`config.mk`:
```
export PLATFORM = sky130hd
export DESIGN_NAME = ulpi_link_top
export DESIGN_NICKNAME = d
export VERILOG_FILES = /design/src/hw/ulpi_pkg.sv /design/src/hw/ulpi_link_top.sv /design/src/hw/ulpi_link_fsm.sv /design/src/hw/ulpi_tx_buffer.sv /design/src/hw/ulpi_rx_capture.sv /design/src/hw/ulpi_rxcmd_decode.sv
export SDC_FILE = /design/constraint.sdc
export NUM_CORES = 1
export LEC_CHECK = 0
export BUFFER_PORTS_ARGS = -buffer_cell sky130_fd_sc_hd__buf_4
export CORE_ASPECT_RATIO = 1.4
export CORE_UTILIZATION = 50
export DETAILED_ROUTE_END_ITERATION = 7
export HOLD_SLACK_MARGIN = 0.06
export PLACE_DENSITY_LB_ADDON = 0.3
export SYNTH_ARGS = -nofsm -noshare
export SYNTH_HDL_FRONTEND = slang
export SYNTH_SLANG_ARGS = --single-unit
```
`constraint.sdc`:
```
create_clock -name ulpi_clk -period 1.91 [get_ports ulpi_clk]
set_input_delay 0.0955 -clock ulpi_clk [delete_from_list [all_inputs] [get_ports ulpi_clk]]
set_output_delay 0.0955 -clock ulpi_clk [all_outputs]
set_load 0.02 [all_outputs]
```
`src/hw/ulpi_pkg.sv`:
```
package ulpi_pkg;

  typedef logic [7:0] byte_t;        // ULPI bus or stream byte
  typedef logic [1:0] line_state_t;
  typedef logic [7:0] timer_t;       // Saturating line-state timer

  typedef enum logic [3:0] {
    POWER_ON,
    WRITE_REGA,
    WRITE_REGD,
    STP,
    IDLE,
    TX,
    TX_LAST,
    RESET,
    SUSPEND
  } link_state_e;

  // USB line states as reported in RX CMD bits 1:0
  localparam line_state_t LS_SE0 = 2'b00;
  localparam line_state_t LS_J = 2'b01;
  localparam line_state_t LS_K = 2'b10;

  // RX CMD fields
  localparam logic [1:0] RX_ACTIVE = 2'b01;   // Bits 5:4 while a packet is received
  localparam logic [1:0] VBUS_VALID = 2'b11;  // Bits 3:2

  localparam logic [3:0] TXCMD_TRANSMIT = 4'b0100;

  // Power-on register write
  localparam byte_t REG_WRITE_FUNC_CTRL = 8'h84;
  localparam byte_t FUNC_CTRL_FS = 8'h45;  // FS transceiver and termination

  // Scaled down for short simulations
  localparam timer_t RESET_TIME = 8'd40;
  localparam timer_t SUSPEND_TIME = 8'd60;

endpackage
```
`src/hw/ulpi_link_top.sv`:
```
`timescale 1ns/1ps

module ulpi_link_top (
  input  logic            ulpi_clk,
  input  logic            rst_n,
  input  ulpi_pkg::byte_t ulpi_data_i,
  output ulpi_pkg::byte_t ulpi_data_o,
  input  logic            ulpi_dir_i,
  input  logic            ulpi_nxt_i,
  output logic            ulpi_stp_o,
  output logic            rx_valid_o,
  input  logic            rx_ready_i,
  output logic            rx_last_o,
  output ulpi_pkg::byte_t rx_data_o,
  input  logic            tx_valid_i,
  output logic            tx_ready_o,
  input  logic            tx_last_i,
  input  ulpi_pkg::byte_t tx_data_i,
  output logic            rx_overflow_o,
  output logic            vbus_valid_o,
  output logic            squelch_o,
  output logic            eop_o,
  output logic            usb_reset_o,
  output logic            usb_idle_o,
  output logic            usb_suspend_o
);

  logic                  dir_q;
  ulpi_pkg::line_state_t line_state;
  ulpi_pkg::timer_t      line_timer;
  logic                  rx_stop_req;
  logic                  tx_open;
  logic                  tx_take;
  logic                  head_valid;
  logic                  head_last;
  ulpi_pkg::byte_t       head_data;

  ulpi_rxcmd_decode u_rxcmd_decode (
    .ulpi_clk(ulpi_clk), .rst_n(rst_n), .ulpi_dir_i(ulpi_dir_i), .dir_q_i(dir_q),
    .ulpi_nxt_i(ulpi_nxt_i), .ulpi_data_i(ulpi_data_i), .line_state_o(line_state),
    .line_timer_o(line_timer), .vbus_valid_o(vbus_valid_o), .squelch_o(squelch_o),
    .eop_o(eop_o)
  );

  ulpi_rx_capture u_rx_capture (
    .ulpi_clk(ulpi_clk), .rst_n(rst_n), .ulpi_dir_i(ulpi_dir_i), .dir_q_i(dir_q),
    .ulpi_nxt_i(ulpi_nxt_i), .ulpi_data_i(ulpi_data_i), .rx_ready_i(rx_ready_i),
    .rx_valid_o(rx_valid_o), .rx_last_o(rx_last_o), .rx_data_o(rx_data_o),
    .rx_overflow_o(rx_overflow_o), .rx_stop_req_o(rx_stop_req)
  );

  ulpi_tx_buffer u_tx_buffer (
    .ulpi_clk(ulpi_clk), .rst_n(rst_n), .tx_valid_i(tx_valid_i), .tx_last_i(tx_last_i),
    .tx_data_i(tx_data_i), .tx_open_i(tx_open), .tx_take_i(tx_take),
    .tx_ready_o(tx_ready_o), .head_valid_o(head_valid), .head_last_o(head_last),
    .head_data_o(head_data)
  );

  ulpi_link_fsm u_link_fsm (
    .ulpi_clk(ulpi_clk), .rst_n(rst_n), .ulpi_dir_i(ulpi_dir_i), .ulpi_nxt_i(ulpi_nxt_i),
    .line_state_i(line_state), .line_timer_i(line_timer), .head_valid_i(head_valid),
    .head_last_i(head_last), .head_data_i(head_data), .rx_stop_req_i(rx_stop_req),
    .dir_q_o(dir_q), .ulpi_data_o(ulpi_data_o), .ulpi_stp_o(ulpi_stp_o),
    .tx_open_o(tx_open), .tx_take_o(tx_take), .usb_reset_o(usb_reset_o),
    .usb_idle_o(usb_idle_o), .usb_suspend_o(usb_suspend_o)
  );

endmodule

```
`src/hw/ulpi_link_fsm.sv`:
```
`timescale 1ns/1ps

module ulpi_link_fsm (
  input  logic                  ulpi_clk,
  input  logic                  rst_n,
  input  logic                  ulpi_dir_i,
  input  logic                  ulpi_nxt_i,
  input  ulpi_pkg::line_state_t line_state_i,
  input  ulpi_pkg::timer_t      line_timer_i,
  input  logic                  head_valid_i,
  input  logic                  head_last_i,
  input  ulpi_pkg::byte_t       head_data_i,
  input  logic                  rx_stop_req_i,
  output logic                  dir_q_o,
  output ulpi_pkg::byte_t       ulpi_data_o,
  output logic                  ulpi_stp_o,
  output logic                  tx_open_o,
  output logic                  tx_take_o,
  output logic                  usb_reset_o,
  output logic                  usb_idle_o,
  output logic                  usb_suspend_o
);

  ulpi_pkg::link_state_e state_q;
  logic                  dir_q;
  logic                  stp_q;
  ulpi_pkg::byte_t       data_q;
  logic                  reset_q;
  logic                  driving;
  logic                  reset_trip;
  logic                  suspend_trip;
  logic                  start_tx;
  logic                  next_byte;

  // First cycle out of reset counts as turnaround
  always_ff @(posedge ulpi_clk) begin
    if (!rst_n) dir_q <= 1'b1;
    else dir_q <= ulpi_dir_i;
  end

  assign driving = !dir_q && !ulpi_dir_i;

  assign reset_trip = line_state_i == ulpi_pkg::LS_SE0 &&
                      line_timer_i > ulpi_pkg::RESET_TIME;
  assign suspend_trip = line_state_i == ulpi_pkg::LS_J &&
                        line_timer_i > ulpi_pkg::SUSPEND_TIME;

  assign start_tx = driving && state_q == ulpi_pkg::IDLE && !reset_trip &&
                    !suspend_trip && head_valid_i;
  assign next_byte = driving && state_q == ulpi_pkg::TX && ulpi_nxt_i && head_valid_i;

  always_ff @(posedge ulpi_clk) begin
    if (!rst_n) begin
      state_q <= ulpi_pkg::POWER_ON;
      data_q <= '0;
    end else if (driving) begin
      case (state_q)
        ulpi_pkg::POWER_ON: begin
          data_q <= ulpi_pkg::REG_WRITE_FUNC_CTRL;
          state_q <= ulpi_pkg::WRITE_REGA;
        end
        ulpi_pkg::WRITE_REGA: begin
          if (ulpi_nxt_i) begin
            data_q <= ulpi_pkg::FUNC_CTRL_FS;
            state_q <= ulpi_pkg::WRITE_REGD;
          end
        end
        ulpi_pkg::WRITE_REGD: begin
          if (ulpi_nxt_i) begin
            data_q <= '0;
            state_q <= ulpi_pkg::STP;
          end
        end
        ulpi_pkg::STP: state_q <= ulpi_pkg::IDLE;
        ulpi_pkg::IDLE: begin
          if (reset_trip) begin
            state_q <= ulpi_pkg::RESET;
          end else if (suspend_trip) begin
            state_q <= ulpi_pkg::SUSPEND;
          end else if (start_tx) begin
            data_q <= {ulpi_pkg::TXCMD_TRANSMIT, head_data_i[3:0]};  // PID in low nibble
            state_q <= head_last_i ? ulpi_pkg::TX_LAST : ulpi_pkg::TX;
          end
        end
        ulpi_pkg::TX: begin
          if (next_byte) begin
            data_q <= head_data_i;
            state_q <= head_last_i ? ulpi_pkg::TX_LAST : ulpi_pkg::TX;
          end else if (ulpi_nxt_i) begin
            data_q <= '0;  // Source underrun
          end
        end
        ulpi_pkg::TX_LAST: begin
          if (ulpi_nxt_i) begin
            data_q <= '0;
            state_q <= ulpi_pkg::STP;
          end
        end
        ulpi_pkg::RESET: begin
          if (line_state_i != ulpi_pkg::LS_SE0) state_q <= ulpi_pkg::IDLE;
        end
        ulpi_pkg::SUSPEND: begin
          if (line_state_i != ulpi_pkg::LS_J) state_q <= ulpi_pkg::IDLE;
        end
        default: state_q <= ulpi_pkg::POWER_ON;
      endcase
    end
  end

  // STP after the final accepted byte, or to halt a stalled receive
  always_ff @(posedge ulpi_clk) begin
    if (!rst_n) begin
      stp_q <= 1'b0;
    end else if (driving) begin
      case (state_q)
        ulpi_pkg::WRITE_REGD,
        ulpi_pkg::TX_LAST: stp_q <= ulpi_nxt_i;
        default: stp_q <= 1'b0;
      endcase
    end else begin
      stp_q <= rx_stop_req_i;
    end
  end

  always_ff @(posedge ulpi_clk) begin
    if (!rst_n) reset_q <= 1'b0;
    else if (state_q == ulpi_pkg::RESET) reset_q <= 1'b1;
    else if (state_q == ulpi_pkg::IDLE) reset_q <= 1'b0;
  end

  assign dir_q_o = dir_q;
  assign ulpi_data_o = driving ? data_q : '0;  // Bus released while PHY drives
  assign ulpi_stp_o = stp_q;
  assign tx_open_o = state_q == ulpi_pkg::IDLE || state_q == ulpi_pkg::TX;
  assign tx_take_o = start_tx || next_byte;
  assign usb_reset_o = reset_q;
  assign usb_idle_o = state_q == ulpi_pkg::IDLE;
  assign usb_suspend_o = state_q == ulpi_pkg::SUSPEND;

endmodule

```
`src/hw/ulpi_tx_buffer.sv`:
```
`timescale 1ns/1ps

module ulpi_tx_buffer (
  input  logic            ulpi_clk,
  input  logic            rst_n,
  input  logic            tx_valid_i,
  input  logic            tx_last_i,
  input  ulpi_pkg::byte_t tx_data_i,
  input  logic            tx_open_i,
  input  logic            tx_take_i,
  output logic            tx_ready_o,
  output logic            head_valid_o,
  output logic            head_last_o,
  output ulpi_pkg::byte_t head_data_o
);

  logic            buf_valid_q;
  logic            buf_last_q;
  ulpi_pkg::byte_t buf_data_q;
  logic            push;
  logic            load;

  // Nothing follows a buffered last byte until the FSM is open again
  assign tx_ready_o = tx_open_i && (!buf_valid_q || (tx_take_i && !buf_last_q));
  assign push = tx_valid_i && tx_ready_o;

  // An empty buffer with a take passes the stream byte straight through
  assign load = push && (buf_valid_q || !tx_take_i);

  always_ff @(posedge ulpi_clk) begin
    if (!rst_n) begin
      buf_valid_q <= 1'b0;
    end else if (load) begin
      buf_valid_q <= 1'b1;
    end else if (tx_take_i) begin
      buf_valid_q <= 1'b0;
    end
  end

  always_ff @(posedge ulpi_clk) begin
    if (load) begin
      buf_last_q <= tx_last_i;
      buf_data_q <= tx_data_i;
    end
  end

  // Head falls back to the stream itself when empty
  assign head_valid_o = buf_valid_q || tx_valid_i;
  assign head_last_o = buf_valid_q ? buf_last_q : tx_last_i;
  assign head_data_o = buf_valid_q ? buf_data_q : tx_data_i;

endmodule

```
`src/hw/ulpi_rx_capture.sv`:
```
`timescale 1ns/1ps

module ulpi_rx_capture (
  input  logic            ulpi_clk,
  input  logic            rst_n,
  input  logic            ulpi_dir_i,
  input  logic            dir_q_i,
  input  logic            ulpi_nxt_i,
  input  ulpi_pkg::byte_t ulpi_data_i,
  input  logic            rx_ready_i,
  output logic            rx_valid_o,
  output logic            rx_last_o,
  output ulpi_pkg::byte_t rx_data_o,
  output logic            rx_overflow_o,
  output logic            rx_stop_req_o
);

  logic            rx_byte;
  logic            rx_end;
  logic            cyc_q;   // A byte of the current packet is held
  ulpi_pkg::byte_t hold_q;
  logic            valid_q;
  logic            last_q;
  ulpi_pkg::byte_t data_q;
  logic            ovf_q;

  assign rx_byte = dir_q_i && ulpi_dir_i && ulpi_nxt_i;

  // RxActive dropped in an RX CMD, or the PHY released the bus
  assign rx_end = cyc_q && dir_q_i &&
                  (!ulpi_dir_i || ulpi_data_i[5:4] != ulpi_pkg::RX_ACTIVE);

  always_ff @(posedge ulpi_clk) begin
    if (!rst_n) begin
      cyc_q <= 1'b0;
      valid_q <= 1'b0;
      last_q <= 1'b0;
    end else if (rx_byte) begin
      cyc_q <= 1'b1;
      valid_q <= cyc_q;  // First byte stays held
      last_q <= 1'b0;
    end else if (rx_end) begin
      cyc_q <= 1'b0;
      valid_q <= 1'b1;
      last_q <= 1'b1;
    end else begin
      valid_q <= 1'b0;
      last_q <= 1'b0;
    end
  end

  always_ff @(posedge ulpi_clk) begin
    if (rx_byte) hold_q <= ulpi_data_i;
    if (rx_byte || rx_end) data_q <= hold_q;
  end

  // Sticky until reset
  always_ff @(posedge ulpi_clk) begin
    if (!rst_n) ovf_q <= 1'b0;
    else if (valid_q && !rx_ready_i) ovf_q <= 1'b1;
  end

  assign rx_stop_req_o = dir_q_i && ulpi_dir_i && !rx_ready_i;
  assign rx_valid_o = valid_q;
  assign rx_last_o = last_q;
  assign rx_data_o = data_q;
  assign rx_overflow_o = ovf_q;

endmodule

```
`src/hw/ulpi_rxcmd_decode.sv`:
```
`timescale 1ns/1ps

module ulpi_rxcmd_decode (
  input  logic                  ulpi_clk,
  input  logic                  rst_n,
  input  logic                  ulpi_dir_i,
  input  logic                  dir_q_i,
  input  logic                  ulpi_nxt_i,
  input  ulpi_pkg::byte_t       ulpi_data_i,
  output ulpi_pkg::line_state_t line_state_o,
  output ulpi_pkg::timer_t      line_timer_o,
  output logic                  vbus_valid_o,
  output logic                  squelch_o,
  output logic                  eop_o
);

  logic                  rx_cmd;
  ulpi_pkg::line_state_t new_state;
  ulpi_pkg::line_state_t line_state_q;
  ulpi_pkg::timer_t      timer_q;
  logic                  vbus_q;
  logic                  squelch_q;
  logic                  eop_q;

  // PHY owns the bus and this is not a turnaround
  assign rx_cmd = dir_q_i && ulpi_dir_i && !ulpi_nxt_i;
  assign new_state = ulpi_data_i[1:0];

  always_ff @(posedge ulpi_clk) begin
    if (!rst_n) begin
      line_state_q <= ulpi_pkg::LS_K;  // Neither reset nor suspend pending
      vbus_q <= 1'b0;
      squelch_q <= 1'b0;
      eop_q <= 1'b0;
    end else begin
      eop_q <= 1'b0;
      if (rx_cmd) begin
        line_state_q <= new_state;
        vbus_q <= ulpi_data_i[3:2] == ulpi_pkg::VBUS_VALID;
        squelch_q <= new_state == ulpi_pkg::LS_SE0;
        eop_q <= !squelch_q && new_state == ulpi_pkg::LS_SE0;  // Entry into squelch
      end
    end
  end

  // Cycles since the last line-state change
  always_ff @(posedge ulpi_clk) begin
    if (!rst_n) begin
      timer_q <= '0;
    end else if (rx_cmd && new_state != line_state_q) begin
      timer_q <= '0;
    end else if (timer_q != '1) begin
      timer_q <= timer_q + ulpi_pkg::timer_t'(1);
    end
  end

  assign line_state_o = line_state_q;
  assign line_timer_o = timer_q;
  assign vbus_valid_o = vbus_q;
  assign squelch_o = squelch_q;
  assign eop_o = eop_q;

endmodule

```
==> results.ini <==
[detailed_routing]
vias = 2458
drtPass1Iterations = 4
wl_per_cell_um = 15.6
avgViaCountPerCell = 5.57
wl_um = 6860
antenna_left = 0
drc = 0
initialDrtViolationCount = 135

[logic_synthesis]
yosysUniqueCellTypes = 56
netlist.top_cell.by_area = edfxtp_1
synth_top_area_share_pct = 27.0
ys_ff_latch = 58
synth_area_per_cell_um2 = 9.91
syn_inst = 281
syn_area_um2 = 2780
synthArstFlopShare_pct = 0
yosysWarnings = 0
ys_seq_area_share_pct = 50.7
synth_area_leaders = edfxtp_1, dfxtp_1, nand2_1
synth.net_count = 306
synth_edf_count = 25
synth_flop_cell = dfxtp_1

[clocking]
cts_tree = yes
insertion_delay_ns = 0.34
cts-root-buf = clkbuf_8
numCtsBuffers = 9
clock_sinks = 58
h-tree-depth = 3
cts.path.max_buffers = 2
clk_pin_slew_ns = 0.07

[global_routing]
overflow = 0
grt_max_degree = 21
busiest_layer = met2
antenna_found_initial = 0
grt_pass1_wl_um = 11300
met1_usage_pct = 28.3
use_met3_pct = 5.43
grtUsageMet2_pct = 43.8
grt_usage_pct = 25.3
grt_pass1_vias = 2480

[setup_path]
critPathBufInv = 2
path_class = flop to flop
path_cells = inv_2 > ha_4 > nand3b_1 > o32ai_4 > a211oi_4 > a21oi_2 > buf_4 > mux2_4
critPathCaptureType = flop
cp.arrival_ns = 2.08
slowest_stage = dfxtp_2
required_ns = 2.01
start_kind = flop
worst_path_dominant_cell_family = compound AO/OA/AOI/OAI gates
crit_fanout = 5
cpPeakStageDelay_ns = 0.33

[die]
die_y_um = 90.3
dieArea_um2 = 5870
die_x_um = 65.1
row_count = 31
ios = 50
fp.coreArea_um2 = 5280
start_util_pct = 52.8

[timing]
fin_crit_ns = 1.99
post-route-period-util_pct = 104
final_hold_viol_count = 0
maxSlewViolCount = 0
slew_headroom_pct = 67.5
rsz0062_at_grt = true
fin_setup_tns_ns = -0.718
layout_setup_ws_ns = -0.0780
finalSetupViolations = 10
maxClockFrequency_ghz = 0.503
worstMarginPinSlew_ns = 0.486
skew_ns = 0.00910

[power]
power_density_nw_per_um2 = 743
pwr-share-comb_pct = 12.8
p_switching_w = 0.000688
internal-power_w = 0.00214
sequentialPowerShare_pct = 47.9
pwr-share-clk_pct = 39.3
ir_drop_v = 0.000704
leakagePower_nw = 1.48
sw_frac_of_total_pct = 24.4

[finish]
fillers = 399
fin_nets = 395
n_antenna_cell = 0
fin_cells = 441
mostFrequentLayoutCells = buf_4, dfxtp_1, nand2_1, edfxtp_1, nor2_1
drive_gt1_share_pct = 29.6
final_common_cell = buf_4
area_delta_synth_final_pct = 36.6

[hold_path]
hold_path.class = primary input to flop

[run_status]
status = finished, violations left
violations = negative setup slack

[flow_run]
maxCapViolCount = 0

[placed_design]
portBuffers = 49
hpwl_um = 4740
dp.cells = 402
place.gp.congestion = 0.892

-- logic make-up (layout without fill, tap and decap cells) --
family	Yosys count	after routing	share of synthesized area, %
AND/OR/NAND/NOR	106	106	19.8
AO/OA/AOI/OAI	70	70	17.4
buffers and inverters	26	119	4.31
adder cells (fa/ha/maj)	3	3	1.26
multiplexers	12	13	4.67
flip-flops	58	58	50.7
XOR/XNOR	6	6	1.89
-- final cells by class --
class                   count  area, um^2  area share, %
clock inverters             5        53.8           1.41
flip-flops and latches     58        1410           37.2
clock buffers              11         141           3.72
well taps                  66        82.6           2.17
multi-input cells         198        1330           34.9
inverters                  11        41.3           1.09
repair buffers             92         742           19.5
-- worst reg2reg max path: cells and delay by family (launching register included) --
| kind | cells | cell delay [ns] |
|---|---|---|
| DFF | 1 | 0.33 |
| AOI/OAI and AO/OA | 3 | 0.54 |
| adders and majority gates | 1 | 0.15 |
| buffers and inverters | 2 | 0.19 |
| and+or+nand+nor | 1 | 0.20 |
| muxes | 1 | 0.33 |
-- cell usage after synthesis, types with 2 or more instances --
cell type  instances
a311oi_1           4
nand3_1           12
o21a_1             4
xor2_1             4
and2_1            10
nor3_1             3
buf_6              2
a22oi_1            2
and3_1             5
o211a_1            2
buf_2              5
ha_1               2
xnor2_1            2
o21ai_0           12
mux2i_1            7
clkbuf_1           7
o22ai_1            8
a31oi_1            3
edfxtp_1          25
nor3b_1            4
nor2_1            24
nor2b_1            5
mux2_2             4
nand2b_1           4
inv_1             10
dfxtp_1           33
nand4_1            5
nand2_1           26
a21oi_1           17
a211oi_1           4
-- through the flow --
step / cell area [um^2] / utilization [%] / hold WS, ns / total power, W / worst slack (ns)
after floorplan: 2800 / - / 0.194 / 0.00156 / 0.0122
after global placement: 3330 / 63.2 / 0.274 / 0.00169 / 0.0276
after detailed placement: 3330 / 63.2 / 0.275 / 0.00169 / -0.00507
after CTS: 3770 / 71.5 / 0.0602 / 0.00284 / -0.0711
after global routing: 3800 / 72.1 / 0.0713 / 0.00292 / -0.156
final: 3800 / 72.1 / 0.0763 / 0.00283 / -0.0780
-- timing repair --
action,in CTS,in global routing
endpoints found under the hold margin,22,0
pin swaps,1,7
hold buffers,19,0
cloned,1,0
setup buffers,2,2
endpoints found under the setup margin,10,20
resized for setup,6,5
-- registers in the layout, indices dropped and copies added (netlist names), 2 cells and up --
signal,cells
u_rxcmd_decode.line_timer_o,8
u_link_fsm.state_q,4
u_rx_capture.hold_q,8
u_tx_buffer.buf_data_q,8
u_rx_capture.rx_data_o,8
u_link_fsm.data_q,8
u_rxcmd_decode.line_state_o,2
-- metal layers --
layer	up-vias	routed length [um]
li1	1207	-
met1	1170	2810
met2	60	3600
met3	21	243
met4	0	209
met5	-	0
-- power by group through the flow --
stage | combinational [W] | sequential [W] | clock, W
2_1_floorplan | 0.000167 | 0.00139 | 0
3_3_place_gp | 0.000308 | 0.00138 | 0
3_5_place_dp | 0.000316 | 0.00138 | 0
4_1_cts | 0.000355 | 0.00135 | 0.00113
5_1_grt | 0.000394 | 0.00136 | 0.00117
6_report | 0.000361 | 0.00135 | 0.00111
-- worst paths after layout --
kind | from | end | slack [ns] | cells after the start
setup / recovery | u_rxcmd_decode.line_timer_o[1]$_SDFFE_PP0P_ | u_tx_buffer.buf_data_q[1]$_DFFE_PP_ | -0.08 | 8
hold / removal | rx_ready_i | u_link_fsm.ulpi_stp_o$_SDFF_PN0_ | 0.08 | 4
setup reg to reg | u_rxcmd_decode.line_timer_o[1]$_SDFFE_PP0P_ | u_tx_buffer.buf_data_q[1]$_DFFE_PP_ | -0.08 | 8
hold reg to reg | u_rx_capture.hold_q[3]$_DFFE_PP_ | u_rx_capture.rx_data_o[3]$_DFFE_PP_ | 0.42 | 0
Note: power is estimated with default switching activity, not from simulation.
